<file path="src/verilog/pctrl_pkg.sv">
/*
 * Platform controller shared definitions
 * Register map, channel layout and reset hold length
 */
package pctrl_pkg;

  // --------------------------------------------------------------------------
  // Channel layout
  // --------------------------------------------------------------------------
  // timer0, timer1, uart0, uart1
  localparam int num_chan = 4;
  localparam int sel_w = 3;
  // Wide enough for the slowest qualifier, 2^7 cycles
  localparam int prescale_w = 7;

  // Reset stretch after the cause goes away
  localparam int reset_hold_cycles = 8;
  localparam int hold_cnt_w = 4;

  // --------------------------------------------------------------------------
  // Register map
  // --------------------------------------------------------------------------
  // Word index from haddr[4:2]
  localparam int reg_idx_w = 3;
  localparam logic [31:0] pctrl_id_value = 32'h5043_0001;
  localparam logic [1:0] hresp_okay = 2'b00;

  typedef logic [num_chan-1:0] chan_mask_t;
  // Channel i sits in bits 3i+2 to 3i
  typedef logic [num_chan-1:0][sel_w-1:0] chan_sel_t;

  typedef enum logic [reg_idx_w-1:0] {
    reg_id         = 3'd0,
    reg_clk_gate   = 3'd1,
    reg_sys_rst_en = 3'd2,
    reg_rst_req    = 3'd3,
    reg_clk_sel    = 3'd4,
    reg_none       = 3'd7
  } reg_op_e;

endpackage

</file>
<file path="src/verilog/pctrl_if.sv">
/*
 * Internal interfaces of the platform controller
 * Register access strobes and per-channel control levels
 */
`timescale 1ns/1ps

// Bus decode to register block
interface reg_bus_if import pctrl_pkg::*; ();

  logic        wr_en;
  reg_op_e     wr_idx;
  logic [31:0] wr_data;
  reg_op_e     rd_idx;
  logic [31:0] rd_data;

  modport decoder (
    output wr_en, wr_idx, wr_data, rd_idx,
    input  rd_data
  );

  modport regs (
    input  wr_en, wr_idx, wr_data, rd_idx,
    output rd_data
  );

endinterface

// Register block to qualifier and reset logic
interface chan_ctrl_if import pctrl_pkg::*; ();

  chan_mask_t gate_en;
  chan_sel_t  clk_sel;
  chan_mask_t sys_rst_en;
  // Single-cycle request mask
  chan_mask_t rst_req_pulse;
  chan_mask_t busy;

  modport ctrl (
    output gate_en, clk_sel, sys_rst_en, rst_req_pulse,
    input  busy
  );

  modport clk_side (input gate_en, clk_sel);

  modport rst_side (
    input  sys_rst_en, rst_req_pulse,
    output busy
  );

endinterface

</file>
<file path="src/verilog/pctrl_bus_decode.sv">
/*
 * AHB-Lite slave decode for the platform controller
 * Captures the address phase and issues register strobes
 */
`timescale 1ns/1ps

module pctrl_bus_decode import pctrl_pkg::*; (
  input  logic        master_clk,
  input  logic        rst_n,
  input  logic        hsel,
  input  logic [31:0] haddr,
  input  logic [1:0]  htrans,
  input  logic        hwrite,
  input  logic        hready,
  input  logic [31:0] hwdata,
  reg_bus_if.decoder  bus
);

  logic    accept;
  logic    dp_write;
  logic    dp_read;
  reg_op_e dp_idx;

  // NONSEQ or SEQ with the bus ready, word access only
  assign accept = hsel && htrans[1] && hready;

  // --------------------------------------------------------------------------
  // Address phase capture
  // --------------------------------------------------------------------------
  always_ff @(posedge master_clk) begin
    if (!rst_n) begin
      dp_write <= 1'b0;
      dp_read  <= 1'b0;
    end else begin
      dp_write <= accept && hwrite;
      dp_read  <= accept && !hwrite;
    end
  end

  // Index only matters when one of the phase flags is set
  always_ff @(posedge master_clk) begin
    if (accept) begin
      dp_idx <= reg_op_e'(haddr[4:2]);
    end
  end

  // --------------------------------------------------------------------------
  // Data phase strobes
  // --------------------------------------------------------------------------
  assign bus.wr_en   = dp_write;
  assign bus.wr_idx  = dp_idx;
  assign bus.wr_data = hwdata;

  // Idle or write data phase points at a hole in the map, reads as 0
  assign bus.rd_idx = dp_read ? dp_idx : reg_none;

endmodule

</file>
<file path="src/verilog/pctrl_ctrl_regs.sv">
/*
 * Platform controller register block
 * Gate, system-reset enable, clock select and reset request registers
 */
`timescale 1ns/1ps

module pctrl_ctrl_regs import pctrl_pkg::*; (
  input  logic    master_clk,
  input  logic    rst_n,
  reg_bus_if.regs bus,
  chan_ctrl_if.ctrl chan
);

  chan_mask_t gate_r;
  chan_mask_t sys_rst_en_r;
  chan_sel_t  clk_sel_r;
  logic       wr_rst_req;

  // --------------------------------------------------------------------------
  // Writable registers
  // --------------------------------------------------------------------------
  always_ff @(posedge master_clk) begin
    if (!rst_n) begin
      // Everything clocked and reset-followed out of reset
      gate_r       <= '1;
      sys_rst_en_r <= '1;
      clk_sel_r    <= '0;
    end else if (bus.wr_en) begin
      case (bus.wr_idx)
        reg_clk_gate:   gate_r       <= bus.wr_data[num_chan-1:0];
        reg_sys_rst_en: sys_rst_en_r <= bus.wr_data[num_chan-1:0];
        reg_clk_sel:    clk_sel_r    <= chan_sel_t'(bus.wr_data[num_chan*sel_w-1:0]);
        default: ;
      endcase
    end
  end

  // Write-one request, lasts only the data phase
  assign wr_rst_req = bus.wr_en && (bus.wr_idx == reg_rst_req);
  assign chan.rst_req_pulse = wr_rst_req ? bus.wr_data[num_chan-1:0] : '0;

  assign chan.gate_en    = gate_r;
  assign chan.sys_rst_en = sys_rst_en_r;
  assign chan.clk_sel    = clk_sel_r;

  // --------------------------------------------------------------------------
  // Read-back mux
  // --------------------------------------------------------------------------
  always_comb begin
    case (bus.rd_idx)
      reg_id:         bus.rd_data = pctrl_id_value;
      reg_clk_gate:   bus.rd_data = 32'(gate_r);
      reg_sys_rst_en: bus.rd_data = 32'(sys_rst_en_r);
      // Status view: channels still held in reset
      reg_rst_req:    bus.rd_data = 32'(chan.busy);
      reg_clk_sel:    bus.rd_data = 32'(clk_sel_r);
      default:        bus.rd_data = '0;
    endcase
  end

endmodule

</file>
<file path="src/verilog/pctrl_clken_gen.sv">
/*
 * Peripheral clock qualifiers
 * One shared prescaler, a pulse every 2^sel cycles per gated channel
 */
`timescale 1ns/1ps

module pctrl_clken_gen import pctrl_pkg::*; (
  input  logic          master_clk,
  input  logic          rst_n,
  chan_ctrl_if.clk_side chan,
  output chan_mask_t    clken
);

  logic [prescale_w-1:0] prescale;
  chan_mask_t            clken_r;

  // Low sel bits set, e.g. sel 3 gives 0000111
  function automatic logic [prescale_w-1:0] sel_mask(input logic [sel_w-1:0] sel);
    logic [prescale_w:0] full;
    full = ({{prescale_w{1'b0}}, 1'b1} << sel) - 1'b1;
    return full[prescale_w-1:0];
  endfunction

  always_ff @(posedge master_clk) begin
    if (!rst_n) begin
      prescale <= '0;
      clken_r  <= '0;
    end else begin
      // Free running, wraps every 128 cycles
      prescale <= prescale + 1'b1;
      for (int i = 0; i < num_chan; i++) begin
        clken_r[i] <= chan.gate_en[i] && (&(prescale | ~sel_mask(chan.clk_sel[i])));
      end
    end
  end

  assign clken = clken_r;

endmodule

</file>
<file path="src/verilog/pctrl_reset_seq.sv">
/*
 * Peripheral reset sequencer
 * Stretches system and software reset causes per channel
 */
`timescale 1ns/1ps

module pctrl_reset_seq import pctrl_pkg::*; (
  input  logic          master_clk,
  input  logic          rst_n,
  input  logic          sys_reset_req,
  chan_ctrl_if.rst_side chan,
  output chan_mask_t    resetn
);

  chan_mask_t            sys_cause;
  chan_mask_t            hold_zero;
  logic [hold_cnt_w-1:0] hold_cnt [num_chan];

  // Only channels that follow the system reset
  assign sys_cause = sys_reset_req ? chan.sys_rst_en : '0;

  // --------------------------------------------------------------------------
  // Hold counters
  // --------------------------------------------------------------------------
  always_ff @(posedge master_clk) begin
    if (!rst_n) begin
      for (int i = 0; i < num_chan; i++) begin
        hold_cnt[i] <= hold_cnt_w'(reset_hold_cycles);
      end
    end else begin
      for (int i = 0; i < num_chan; i++) begin
        if (sys_cause[i] || chan.rst_req_pulse[i]) begin
          hold_cnt[i] <= hold_cnt_w'(reset_hold_cycles);
        end else if (hold_cnt[i] != '0) begin
          hold_cnt[i] <= hold_cnt[i] - 1'b1;
        end
      end
    end
  end

  always_comb begin
    for (int i = 0; i < num_chan; i++) begin
      hold_zero[i] = (hold_cnt[i] == '0);
    end
  end

  // System request pulls reset low in the same cycle, hold follows
  assign resetn    = hold_zero & ~sys_cause;
  assign chan.busy = ~resetn;

endmodule

</file>
<file path="src/verilog/aha_platform_ctrl.sv">
/*
 * Platform controller top level
 * AHB-Lite register space driving peripheral qualifiers and resets
 */
`timescale 1ns/1ps

module aha_platform_ctrl import pctrl_pkg::*; (
  input  logic                master_clk,
  input  logic                rst_n,
  // AHB-Lite slave port
  input  logic                hsel,
  input  logic [31:0]         haddr,
  input  logic [1:0]          htrans,
  input  logic                hwrite,
  input  logic                hready,
  input  logic [31:0]         hwdata,
  output logic [31:0]         hrdata,
  output logic                hreadyout,
  output logic [1:0]          hresp,
  // Peripheral side
  input  logic                sys_reset_req,
  output logic [num_chan-1:0] periph_clken,
  output logic [num_chan-1:0] periph_resetn
);

  reg_bus_if   reg_bus ();
  chan_ctrl_if chan_ctrl ();

  pctrl_bus_decode u_bus_decode (
    .master_clk (master_clk),
    .rst_n      (rst_n),
    .hsel       (hsel),
    .haddr      (haddr),
    .htrans     (htrans),
    .hwrite     (hwrite),
    .hready     (hready),
    .hwdata     (hwdata),
    .bus        (reg_bus.decoder)
  );

  pctrl_ctrl_regs u_ctrl_regs (
    .master_clk (master_clk),
    .rst_n      (rst_n),
    .bus        (reg_bus.regs),
    .chan       (chan_ctrl.ctrl)
  );

  pctrl_clken_gen u_clken_gen (
    .master_clk (master_clk),
    .rst_n      (rst_n),
    .chan       (chan_ctrl.clk_side),
    .clken      (periph_clken)
  );

  pctrl_reset_seq u_reset_seq (
    .master_clk    (master_clk),
    .rst_n         (rst_n),
    .sys_reset_req (sys_reset_req),
    .chan          (chan_ctrl.rst_side),
    .resetn        (periph_resetn)
  );

  // Zero wait states, never an error response
  assign hreadyout = 1'b1;
  assign hresp     = hresp_okay;
  assign hrdata    = reg_bus.rd_data;

endmodule

</file>
<file path="config.mk">
export PLATFORM = sky130hd
export DESIGN_NAME = aha_platform_ctrl
export DESIGN_NICKNAME = d
export VERILOG_FILES = /design/src/verilog/pctrl_pkg.sv /design/src/verilog/pctrl_if.sv /design/src/verilog/pctrl_bus_decode.sv /design/src/verilog/pctrl_ctrl_regs.sv /design/src/verilog/pctrl_clken_gen.sv /design/src/verilog/pctrl_reset_seq.sv /design/src/verilog/aha_platform_ctrl.sv
export SDC_FILE = /design/constraint.sdc
export NUM_CORES = 1
export LEC_CHECK = 0
export BUFFER_PORTS_ARGS = -buffer_cell sky130_fd_sc_hd__buf_2
export CELL_PAD_IN_SITES_DETAIL_PLACEMENT = 0
export CELL_PAD_IN_SITES_GLOBAL_PLACEMENT = 1
export CORE_ASPECT_RATIO = 0.6
export CORE_MARGIN = 4
export CORE_UTILIZATION = 36
export DETAILED_ROUTE_END_ITERATION = 7
export PLACE_DENSITY = 0.78
export SYNTH_ARGS = -nofsm -noshare
export SYNTH_HDL_FRONTEND = slang
export SYNTH_SLANG_ARGS = --single-unit
</file>
<file path="constraint.sdc">
create_clock -name master_clk -period 1.95 [get_ports master_clk]
set_input_delay 0.39 -clock master_clk [delete_from_list [all_inputs] [get_ports master_clk]]
set_output_delay 0.39 -clock master_clk [all_outputs]
set_load 0.01 [all_outputs]
</file>
==> out/results.tsv, run 1 <==
stage	metric	value	unit
status	status	finished with violations	
status	failing checks	negative setup slack	
clocking	clock buffer depth	2	
setup_path	crit path kind	reg2out	
timing	setup ws final	-0.261	ns
grt	All-Layer GR Usage	14.4	%
power_and_ir_drop	maximum vdd drop	0.000365	V
clocking	CTS tree	built	
setup_path	Crit Path Max Fanout	2	
layout	final core area utilization	46.1	%
floorplanning	total die area	0.0103	mm2
detailed_routing	drt first pass iters	4	
layout	fin nets	506	
detailed_routing	DRT iter0 DRCs	156	
power_and_ir_drop	total power	2530	uW
synth	Yosys top cell by area	dfxtp_1	
setup_path	Worst Path Required	1.56	ns
detailed_routing	DR vias/cell	4.94	
synth	top cells by count, synth	52 x nand2_1, 33 x dfxtp_1, 22 x buf_4, 22 x nor2_1, 19 x edfxtp_1	
place	pre-CTS setup slack	-0.0689	ns
synth	dominant synthesized flop cell	dfxtp_1	
synth	most frequent cell after synthesis	nand2_1	
synth	area share of the largest cell type after synthesis	21.1	%
grt	first-pass GRT wire length	11.9	mm
grt	vias in the first global route	2385	
place	port bufs	46	
setup_path	CP max stage delay	0.40	ns
detailed_routing	DRC Markers	0	
synth	synthesis-stage register bit count	52	
timing	minimum clock period	2.21	ns
clocking	number of CTS-inserted buffers	5	
place	DP Wirelength	5.72	mm
clocking	H-Tree Depth	2	
grt	gr ovfl total	0	
power_and_ir_drop	Leak Pwr	0.00162	uW
timing	achievable frequency	0.452	GHz
synth	Syn. warnings	0	
timing	RSZ-0062 raised after global routing	true	
setup_path	Startpoint Class	flop	
synth	Mean Syn Cell Area	8.80	um2
synth	EDFF count, synth	19	
timing	final hold vios	0	
setup_path	crit end category	output pin	
clocking	worst skew pair latency	0.29	ns
clocking	cts hold-fix bufs	0	
setup_path	CP Cell Sequence	inv_1 -> ha_2 -> or3b_4 -> a21oi_4 -> a21oi_1 -> o2bb2ai_1 -> buf_2	
layout	share of cells above drive strength 1	29.3	%
synth	ys async rst share	0	%
place	GPL Wtd Cong	0.787	
synth	Mapped Cells	355	
clocking	clock sinks	52	
power_and_ir_drop	PD cells	647	mW/mm2
layout	filler cell count	828	
timing	fin crit share	113	%
grt	largest net degree at the start of global routing	25	
synth	sequential fraction of the synthesis area	39.4	%
floorplanning	number of I/O pins	115	
floorplanning	die height	80.2	um
clocking	Worst-path clk slew	0.07	ns
setup_path	crit path DAT	1.82	ns
timing	final setup vio count	6	
detailed_routing	WL/cell	14.1	um
layout	antenna cell count	0	
detailed_routing	Antenna Nets Post-Route	0	
floorplanning	Die W	128	um
hold_path	Hold Path Class	in2reg	
timing	Slew Viols, Final	0	
synth	Netlist cell types	50	
floorplanning	Site Rows	26	
detailed_routing	Post-Route WL	7.61	mm
floorplanning	Core Region	0.00849	mm2
timing	Hold Slack	0.273	ns
detailed_routing	Vias	2659	
clocking	clk root buf	clkbuf_16	
timing	clock skew	0.00378	ns
run	max_cap viols	0	
synth	Area contributors post-synth	dfxtp_1 21%, edfxtp_1 18%, nand2_1 6.2%, buf_4 5.3%, xnor2_1 4.2%	
grt	initial antenna violation count	0	
layout	Layout area overhead	25.3	%
setup_path	Crit-path slowest cell	or3b_4	
synth	Synth Cell Area	0.00312	mm2
floorplanning	Starting Density	36.8	%
[final timing paths]
check | start | end | slack, ns | depth (start not counted)
hold reg to reg | u_ctrl_regs.chan.gate_en[1] | u_ctrl_regs.chan.gate_en[1] | 0.52 | 2
setup reg to reg | u_bus_decode.bus.wr_idx[0] | u_reset_seq.hold_cnt[0][3] | 0.15 | 5
setup / recovery | u_reset_seq.hold_cnt[2][1] | hrdata[2] | -0.26 | 7
hold / removal | haddr[2] | u_bus_decode.bus.wr_idx[0] | 0.27 | 1
[per-layer routing]
metal | wire (um) | track usage [%]
met3 | 421 | 1.59
met1 | 3890 | 22.3
met5 | 0 | 0
met2 | 3190 | 20.9
met4 | 105 | 4.03
[what timing repair did]
action / 4_1_cts / 5_1_grt
hold endpoints to repair: 0 / 0
gates resized for setup: 12 / 27
buffers inserted: 7 / 6
pin swaps: 4 / 10
setup endpoints to repair: 20 / 22
[worst max-delay path, delay by kind of cell (launching register included)]
kind,cells,cell delay (ns)
AND/OR/NAND/NOR,1,0.40
flip-flops,1,0.39
AO/OA/AOI/OAI,3,0.35
buffers and inverters,2,0.21
adder cells (fa/ha/maj),1,0.16
[where the power goes]
group	total (uW)	internal, uW	leakage (uW)	switching, uW
combinational	420	225	0.00108	196
sequential	1250	1200	0.000472	49.1
clock	863	473	0.0000645	390
total	2530	1900	0.00162	635
[per-stage QoR]
step,std cells,setup TNS (ns),instance area [um2]
floorplan,371,0,3200
detailed placement,518,-0.138,3530
finish,538,-1.23,3920
global placement,518,-0.0917,3530
CTS,532,-1.17,3760
global route,538,-2.36,3920
[sequential cells by signal, summed over array words and instances, names as in the netlist]
name                         count
u_reset_seq.hold_cnt            16
u_ctrl_regs.chan.clk_sel        12
u_clken_gen.prescale             7
u_clken_gen.clken                4
u_ctrl_regs.chan.gate_en         4
u_ctrl_regs.chan.sys_rst_en      4
u_bus_decode.bus.wr_idx          3
u_bus_decode.bus.wr_en           1
u_bus_decode.dp_read             1
[layout by cell type (no fill, tap or decap), types with 7 or more instances in the layout]
master and n:
xnor2_1 15, a21boi_0 16, and2_1 8, nand2_1 51, nand3_1 9, dfxtp_1 33, buf_2 36, o211ai_1 8
buf_4 42, a21oi_1 11, edfxtp_1 19, inv_1 16, buf_6 12, conb_1 18, nor2_1 22, and2_4 7
mux2i_1 8
[kinds of logic (layout without fill, tap and decap cells)]
group	Yosys count	count (layout)	synth area share (%)
AND/OR/NAND/NOR	140	140	22.9
AO/OA/AOI/OAI	65	65	14.3
buffers and inverters	60	115	11.5
flip-flops	52	52	39.4
XOR/XNOR	16	16	4.49
adder cells (fa/ha/maj)	11	11	4.25
multiplexers	9	9	2.92
other	2	18	0.240
[final cells by class]
class,instances,area (um2),area share [%]
Clock buffer,6,129,3.29
Multi-Input combinational cell,259,1690,43.2
Clock inverter,2,11.3,0.288
Tap cell,112,140,3.58
Timing Repair Buffer,91,651,16.6
Sequential cell,52,1230,31.4
Inverter,16,60.1,1.53
Power figures use the tool's default switching activity.
==> run 2: changes to the inputs <==
--- a/config.mk
+++ b/config.mk
@@ -10,8 +10,9 @@
 export CELL_PAD_IN_SITES_GLOBAL_PLACEMENT = 1
 export CORE_ASPECT_RATIO = 0.6
-export CORE_MARGIN = 4
+export CORE_MARGIN = 10
 export CORE_UTILIZATION = 36
 export DETAILED_ROUTE_END_ITERATION = 7
 export PLACE_DENSITY = 0.78
+export RECOVER_POWER = 100
 export SYNTH_ARGS = -nofsm -noshare
 export SYNTH_HDL_FRONTEND = slang
==> constraint.sdc (replaced) <==
create_clock -name master_clk -period 1.95 [get_ports master_clk]
set_input_delay 0.2925 -clock master_clk [delete_from_list [all_inputs] [get_ports master_clk]]
set_output_delay 0.2925 -clock master_clk [all_outputs]
set_load 0.01 [all_outputs]
==> out/results.tsv, run 2 (synthesis results as in run 1) <==
stage	metric	value	unit
layout	Biggest register	u_reset_seq.hold_cnt	
grt	All-Layer GR Usage	11.6	%
clocking	worst skew pair latency	0.29	ns
floorplanning	Die W	140	um
place	port bufs	46	
grt	M1 GR Usage	17.1	%
grt	met3 Usage GRT	2.21	%
detailed_routing	WL/cell	14.5	um
setup_path	Worst Path Required	1.66	ns
grt	first-pass GRT wire length	12.7	mm
detailed_routing	drt first pass iters	4	
layout	flip-flop count of the largest register after layout	16	
layout	Layout area overhead	19.5	%
detailed_routing	Post-Route WL	7.73	mm
layout	share of cells above drive strength 1	22.6	%
timing	final setup vio count	6	
timing	Fin Setup TNS	-0.691	ns
power_and_ir_drop	Leak Pwr	0.00152	uW
floorplanning	Site Rows	26	
timing	minimum clock period	2.12	ns
layout	most common cell after layout, fill and taps aside	nand2_1	
run	max_cap viols	0	
timing	clock skew	0.00550	ns
clocking	clock buffer depth	2	
detailed_routing	DRC Markers	0	
grt	vias in the first global route	2544	
detailed_routing	Antenna Nets Post-Route	0	
hold_path	Hold Path Class	in2reg	
setup_path	crit end category	output pin	
place	DP Wirelength	6.06	mm
detailed_routing	Vias	2599	
place	GPL Wtd Cong	0.861	
grt	busiest grt layer	met1	
clocking	clock sinks	52	
status	status	finished with violations	
power_and_ir_drop	maximum vdd drop	0.000370	V
clocking	number of CTS-inserted buffers	5	
grt	gr ovfl total	0	
timing	RSZ-0062 raised after global routing	true	
floorplanning	Starting Density	36.8	%
grt	largest net degree at the start of global routing	22	
floorplanning	total die area	0.0129	mm2
floorplanning	Core Region	0.00849	mm2
setup_path	crit path kind	reg2out	
status	failing checks	negative setup slack	
floorplanning	number of I/O pins	115	
layout	antenna cell count	0	
grt	initial antenna violation count	0	
timing	Slew Viols, Final	0	
floorplanning	die height	92.2	um
clocking	H-Tree Depth	2	
clocking	clk root buf	clkbuf_16	
detailed_routing	DRT iter0 DRCs	144	
clocking	CTS tree	built	
layout	most frequent cells in the layout	52 x nand2_1, 38 x buf_2, 34 x buf_4	
power_and_ir_drop	PD cells	671	mW/mm2
clocking	cts hold-fix bufs	0	
grt	met2 Usage GRT	16.8	%
timing	achievable frequency	0.472	GHz
setup_path	crit path DAT	1.83	ns
timing	fin crit share	109	%
setup_path	Startpoint Class	flop	
timing	Hold Slack	0.180	ns
setup_path	Crit Path Max Fanout	2	
timing	slew margin rel.	42.0	%
layout	fin nets	500	
layout	cell area after layout	0.00373	mm2
place	Post-DP Area	0.00349	mm2
timing	final hold vios	0	
timing	setup ws final	-0.168	ns
clocking	Worst-path clk slew	0.07	ns
timing	measured slew at the worst slew-check pin	0.869	ns
layout	filler cell count	872	
detailed_routing	DR vias/cell	4.89	
## run 2: cell types whose count changed in the layout (fill, tap and decap cells not counted), sizes merged
cell	previous run	this run
buf	91	75
clkbuf	6	16
## run 2: where the power goes
group / switching (uW) / internal [uW] / leakage, uW / total (uW)
Clock: 393 / 473 / 0.0000645 / 866
Sequential: 48.5 / 1200 / 0.000472 / 1250
Combinational: 191 / 200 / 0.000984 / 391
## run 2: final timing paths
kind / startpoint / end / slack (ns) / cells past startpoint
setup / recovery: u_reset_seq.hold_cnt[1][1] / hrdata[1] / -0.17 / 7
hold / removal: haddr[2] / u_bus_decode.bus.wr_idx[0] / 0.18 / 1
setup reg to reg: u_ctrl_regs.chan.clk_sel[9] / u_clken_gen.clken[3] / 0.10 / 6
hold reg to reg: u_ctrl_regs.chan.gate_en[3] / u_ctrl_regs.chan.gate_en[3] / 0.52 / 2
## run 2: critical path, cell delays in order (launching register included)
cell and delay (ns):
edfxtp_1 0.40, inv_1 0.08, ha_2 0.17, or3b_4 0.40
a21oi_4 0.14, a21oi_2 0.07, o2bb2ai_1 0.14, buf_2 0.15
## run 2: metal layers
| layer | routed length, um | up-vias |
|---|---|---|
| met5 | 0 | - |
| met4 | 65 | 0 |
| met3 | 460 | 4 |
| li1 | - | 1321 |
| met2 | 3190 | 75 |
| met1 | 4010 | 1199 |
## run 2: what timing repair did
item | CTS | global route
gates cloned | 0 | 0
resized for setup | 12 | 5
setup buffers | 12 | 3
pin swaps | 3 | 1
setup endpoints to repair | 8 | 21
## run 2: final cells by class
cell class,count,area [um2],area share (%)
Multi-Input combinational cell,259,1640,44.0
Sequential cell,52,1230,33.0
Timing Repair Buffer,85,517,13.8
Tap cell,112,140,3.75
Clock buffer,6,129,3.45
Inverter,16,60.1,1.61
Clock inverter,2,11.3,0.302
## run 2: per-stage QoR
stage	worst slack [ns]	power [uW]	instances	utilization, %
after floorplan	0.0102	1520	371	-
after global placement	-0.00245	1600	516	41.1
after detailed placement	-0.0325	1610	516	41.1
after CTS	-0.170	2510	529	43.7
after global routing	-0.255	2620	532	44.0
final	-0.168	2500	532	44.0
==> run 3: changes to the inputs <==
PLACE_DENSITY = 0.8   (was 0.78)
SETUP_SLACK_MARGIN = 0.4   (was not set)
==> out/results.tsv, run 3 (synthesis results as in run 1) <==
stage	metric	value	unit
timing	clock skew	0.00640	ns
clocking	number of CTS-inserted buffers	5	
timing	minimum clock period	2.12	ns
layout	antenna cell count	0	
grt	All-Layer GR Usage	12.1	%
place	pre-CTS setup slack	0.0659	ns
layout	most frequent cells in the layout	47 x nand2_1, 36 x buf_2, 31 x buf_4	
layout	Layout area overhead	29.0	%
clocking	clock buffer depth	2	
status	failing checks	negative setup slack	
layout	flip-flop count of the largest register after layout	16	
clocking	CTS tree	built	
layout	Biggest register	u_reset_seq.hold_cnt	
power_and_ir_drop	maximum vdd drop	0.000361	V
detailed_routing	DRC Markers	0	
clocking	clk root buf	clkbuf_16	
power_and_ir_drop	clock power share	33.8	%
floorplanning	Core Region	0.00849	mm2
place	DP Wirelength	6.03	mm
setup_path	crit path DAT	1.83	ns
setup_path	Crit Path Max Fanout	3	
floorplanning	total die area	0.0129	mm2
run	max_cap viols	0	
setup_path	Startpoint Class	flop	
power_and_ir_drop	Leak Pwr	0.00163	uW
timing	achievable frequency	0.472	GHz
setup_path	crit end category	output pin	
detailed_routing	drt first pass iters	4	
detailed_routing	DR vias/cell	5.06	
clocking	Worst-path clk slew	0.07	ns
timing	final hold vios	0	
grt	largest net degree at the start of global routing	25	
detailed_routing	Antenna Nets Post-Route	0	
clocking	cts hold-fix bufs	0	
floorplanning	Die W	140	um
clocking	worst skew pair latency	0.29	ns
power_and_ir_drop	P_int	1890	uW
grt	first-pass GRT wire length	13.3	mm
place	Post-DP Area	0.00352	mm2
timing	Slew Viols, Final	0	
timing	RSZ-0062 raised after global routing	true	
clocking	clock sinks	52	
layout	most common cell after layout, fill and taps aside	nand2_1	
place	GPL Wtd Cong	0.802	
floorplanning	Starting Density	36.8	%
detailed_routing	Post-Route WL	8.40	mm
grt	vias in the first global route	2675	
layout	fin nets	507	
power_and_ir_drop	Net Switching	651	uW
timing	fin crit share	109	%
floorplanning	die height	92.2	um
power_and_ir_drop	PD cells	630	mW/mm2
grt	gr ovfl total	0	
clocking	H-Tree Depth	2	
status	status	finished with violations	
floorplanning	number of I/O pins	115	
setup_path	crit path kind	reg2out	
power_and_ir_drop	Gate power share	17.0	%
place	dpl cells	506	
layout	final non-filler cell total	539	
layout	cell area after layout	0.00403	mm2
detailed_routing	DRT iter0 DRCs	172	
power_and_ir_drop	sw frac	25.6	%
floorplanning	Site Rows	26	
detailed_routing	WL/cell	15.6	um
place	port bufs	46	
timing	final setup vio count	7	
setup_path	Worst Path Required	1.66	ns
timing	setup ws final	-0.171	ns
timing	measured slew at the worst slew-check pin	1.00	ns
timing	slew margin rel.	33.2	%
layout	share of cells above drive strength 1	33.0	%
power_and_ir_drop	Sequential Power Share	49.2	%
grt	initial antenna violation count	0	
detailed_routing	Vias	2729	
hold_path	Hold Path Class	in2reg	
layout	filler cell count	836	
==> run 3: cell count changes in the layout (fill, tap and decap cells not counted), moves of 4 or more <==
cell      before  now
a21boi_0      16   12
dfxtp_1       33   24
nand2_1       52   47
buf_6          3   15
dfxtp_2        0    7
==> run 3: worst max-delay path, stage by stage, from the launching register on <==
cell	delay (ns)
edfxtp_1	0.39
inv_1	0.07
ha_2	0.17
or3b_4	0.41
a21oi_4	0.15
a21oi_2	0.08
o2bb2ai_2	0.12
buf_2	0.14
==> run 3: power by group through the flow <==
stage / combinational, uW / clock (uW) / sequential, uW
final: 433 / 858 / 1250
after global routing: 481 / 917 / 1260
after CTS: 392 / 872 / 1250
after detailed placement: 330 / 0 / 1280
after global placement: 322 / 0 / 1280
after floorplan: 277 / 0 / 1260
==> run 3: timing repair <==
item / 4_1_cts / 5_1_grt
buffers inserted: 14 / 11
setup endpoints to repair: 69 / 73
pin swaps: 9 / 16
resized for setup: 50 / 28
==> run 3: worst paths after layout <==
| check | cells past startpoint | start | to | slack (ns) |
|---|---|---|---|---|
| max | 7 | u_reset_seq.hold_cnt[3][0] | hrdata[3] | -0.17 |
| max reg2reg | 6 | u_bus_decode.bus.wr_idx[0] | u_reset_seq.hold_cnt[1][0] | 0.02 |
| min | 1 | haddr[3] | u_bus_decode.bus.wr_idx[1] | 0.17 |
| min reg2reg | 1 | u_clken_gen.prescale[0] | u_clken_gen.prescale[0] | 0.51 |
==> run 3: metrics by stage <==
| step | util [%] | total power [uW] | TNS, ns | hold WS (ns) |
|---|---|---|---|---|
| final | 47.5 | 2540 | -0.903 | 0.172 |
| after global routing | 47.5 | 2660 | -2.19 | 0.164 |
| after CTS | 46.0 | 2510 | -0.677 | 0.168 |
| after detailed placement | 41.5 | 1610 | 0 | 0.471 |
| after global placement | 41.5 | 1600 | 0 | 0.471 |
| after floorplan | - | 1540 | 0 | 0.391 |
==> run 3: cell type report <==
type | count | area, um2 | area share [%]
multi-input cells | 259 | 1820 | 45.2
flip-flops and latches | 52 | 1250 | 30.9
repair buffers | 92 | 624 | 15.5
well taps | 112 | 140 | 3.48
clock buffers | 6 | 129 | 3.20
inverters | 16 | 60.1 | 1.49
clock inverters | 2 | 7.51 | 0.186
==> run 3: per-layer routing <==
metal  wire length (um)  part of all wire (%)  track usage, %
met1               4090                    49            17.2
met2               3720                    44            18.4
met3                495                   5.9            1.80
met4                 89                   1.1            3.60
met5                  0                     0               0
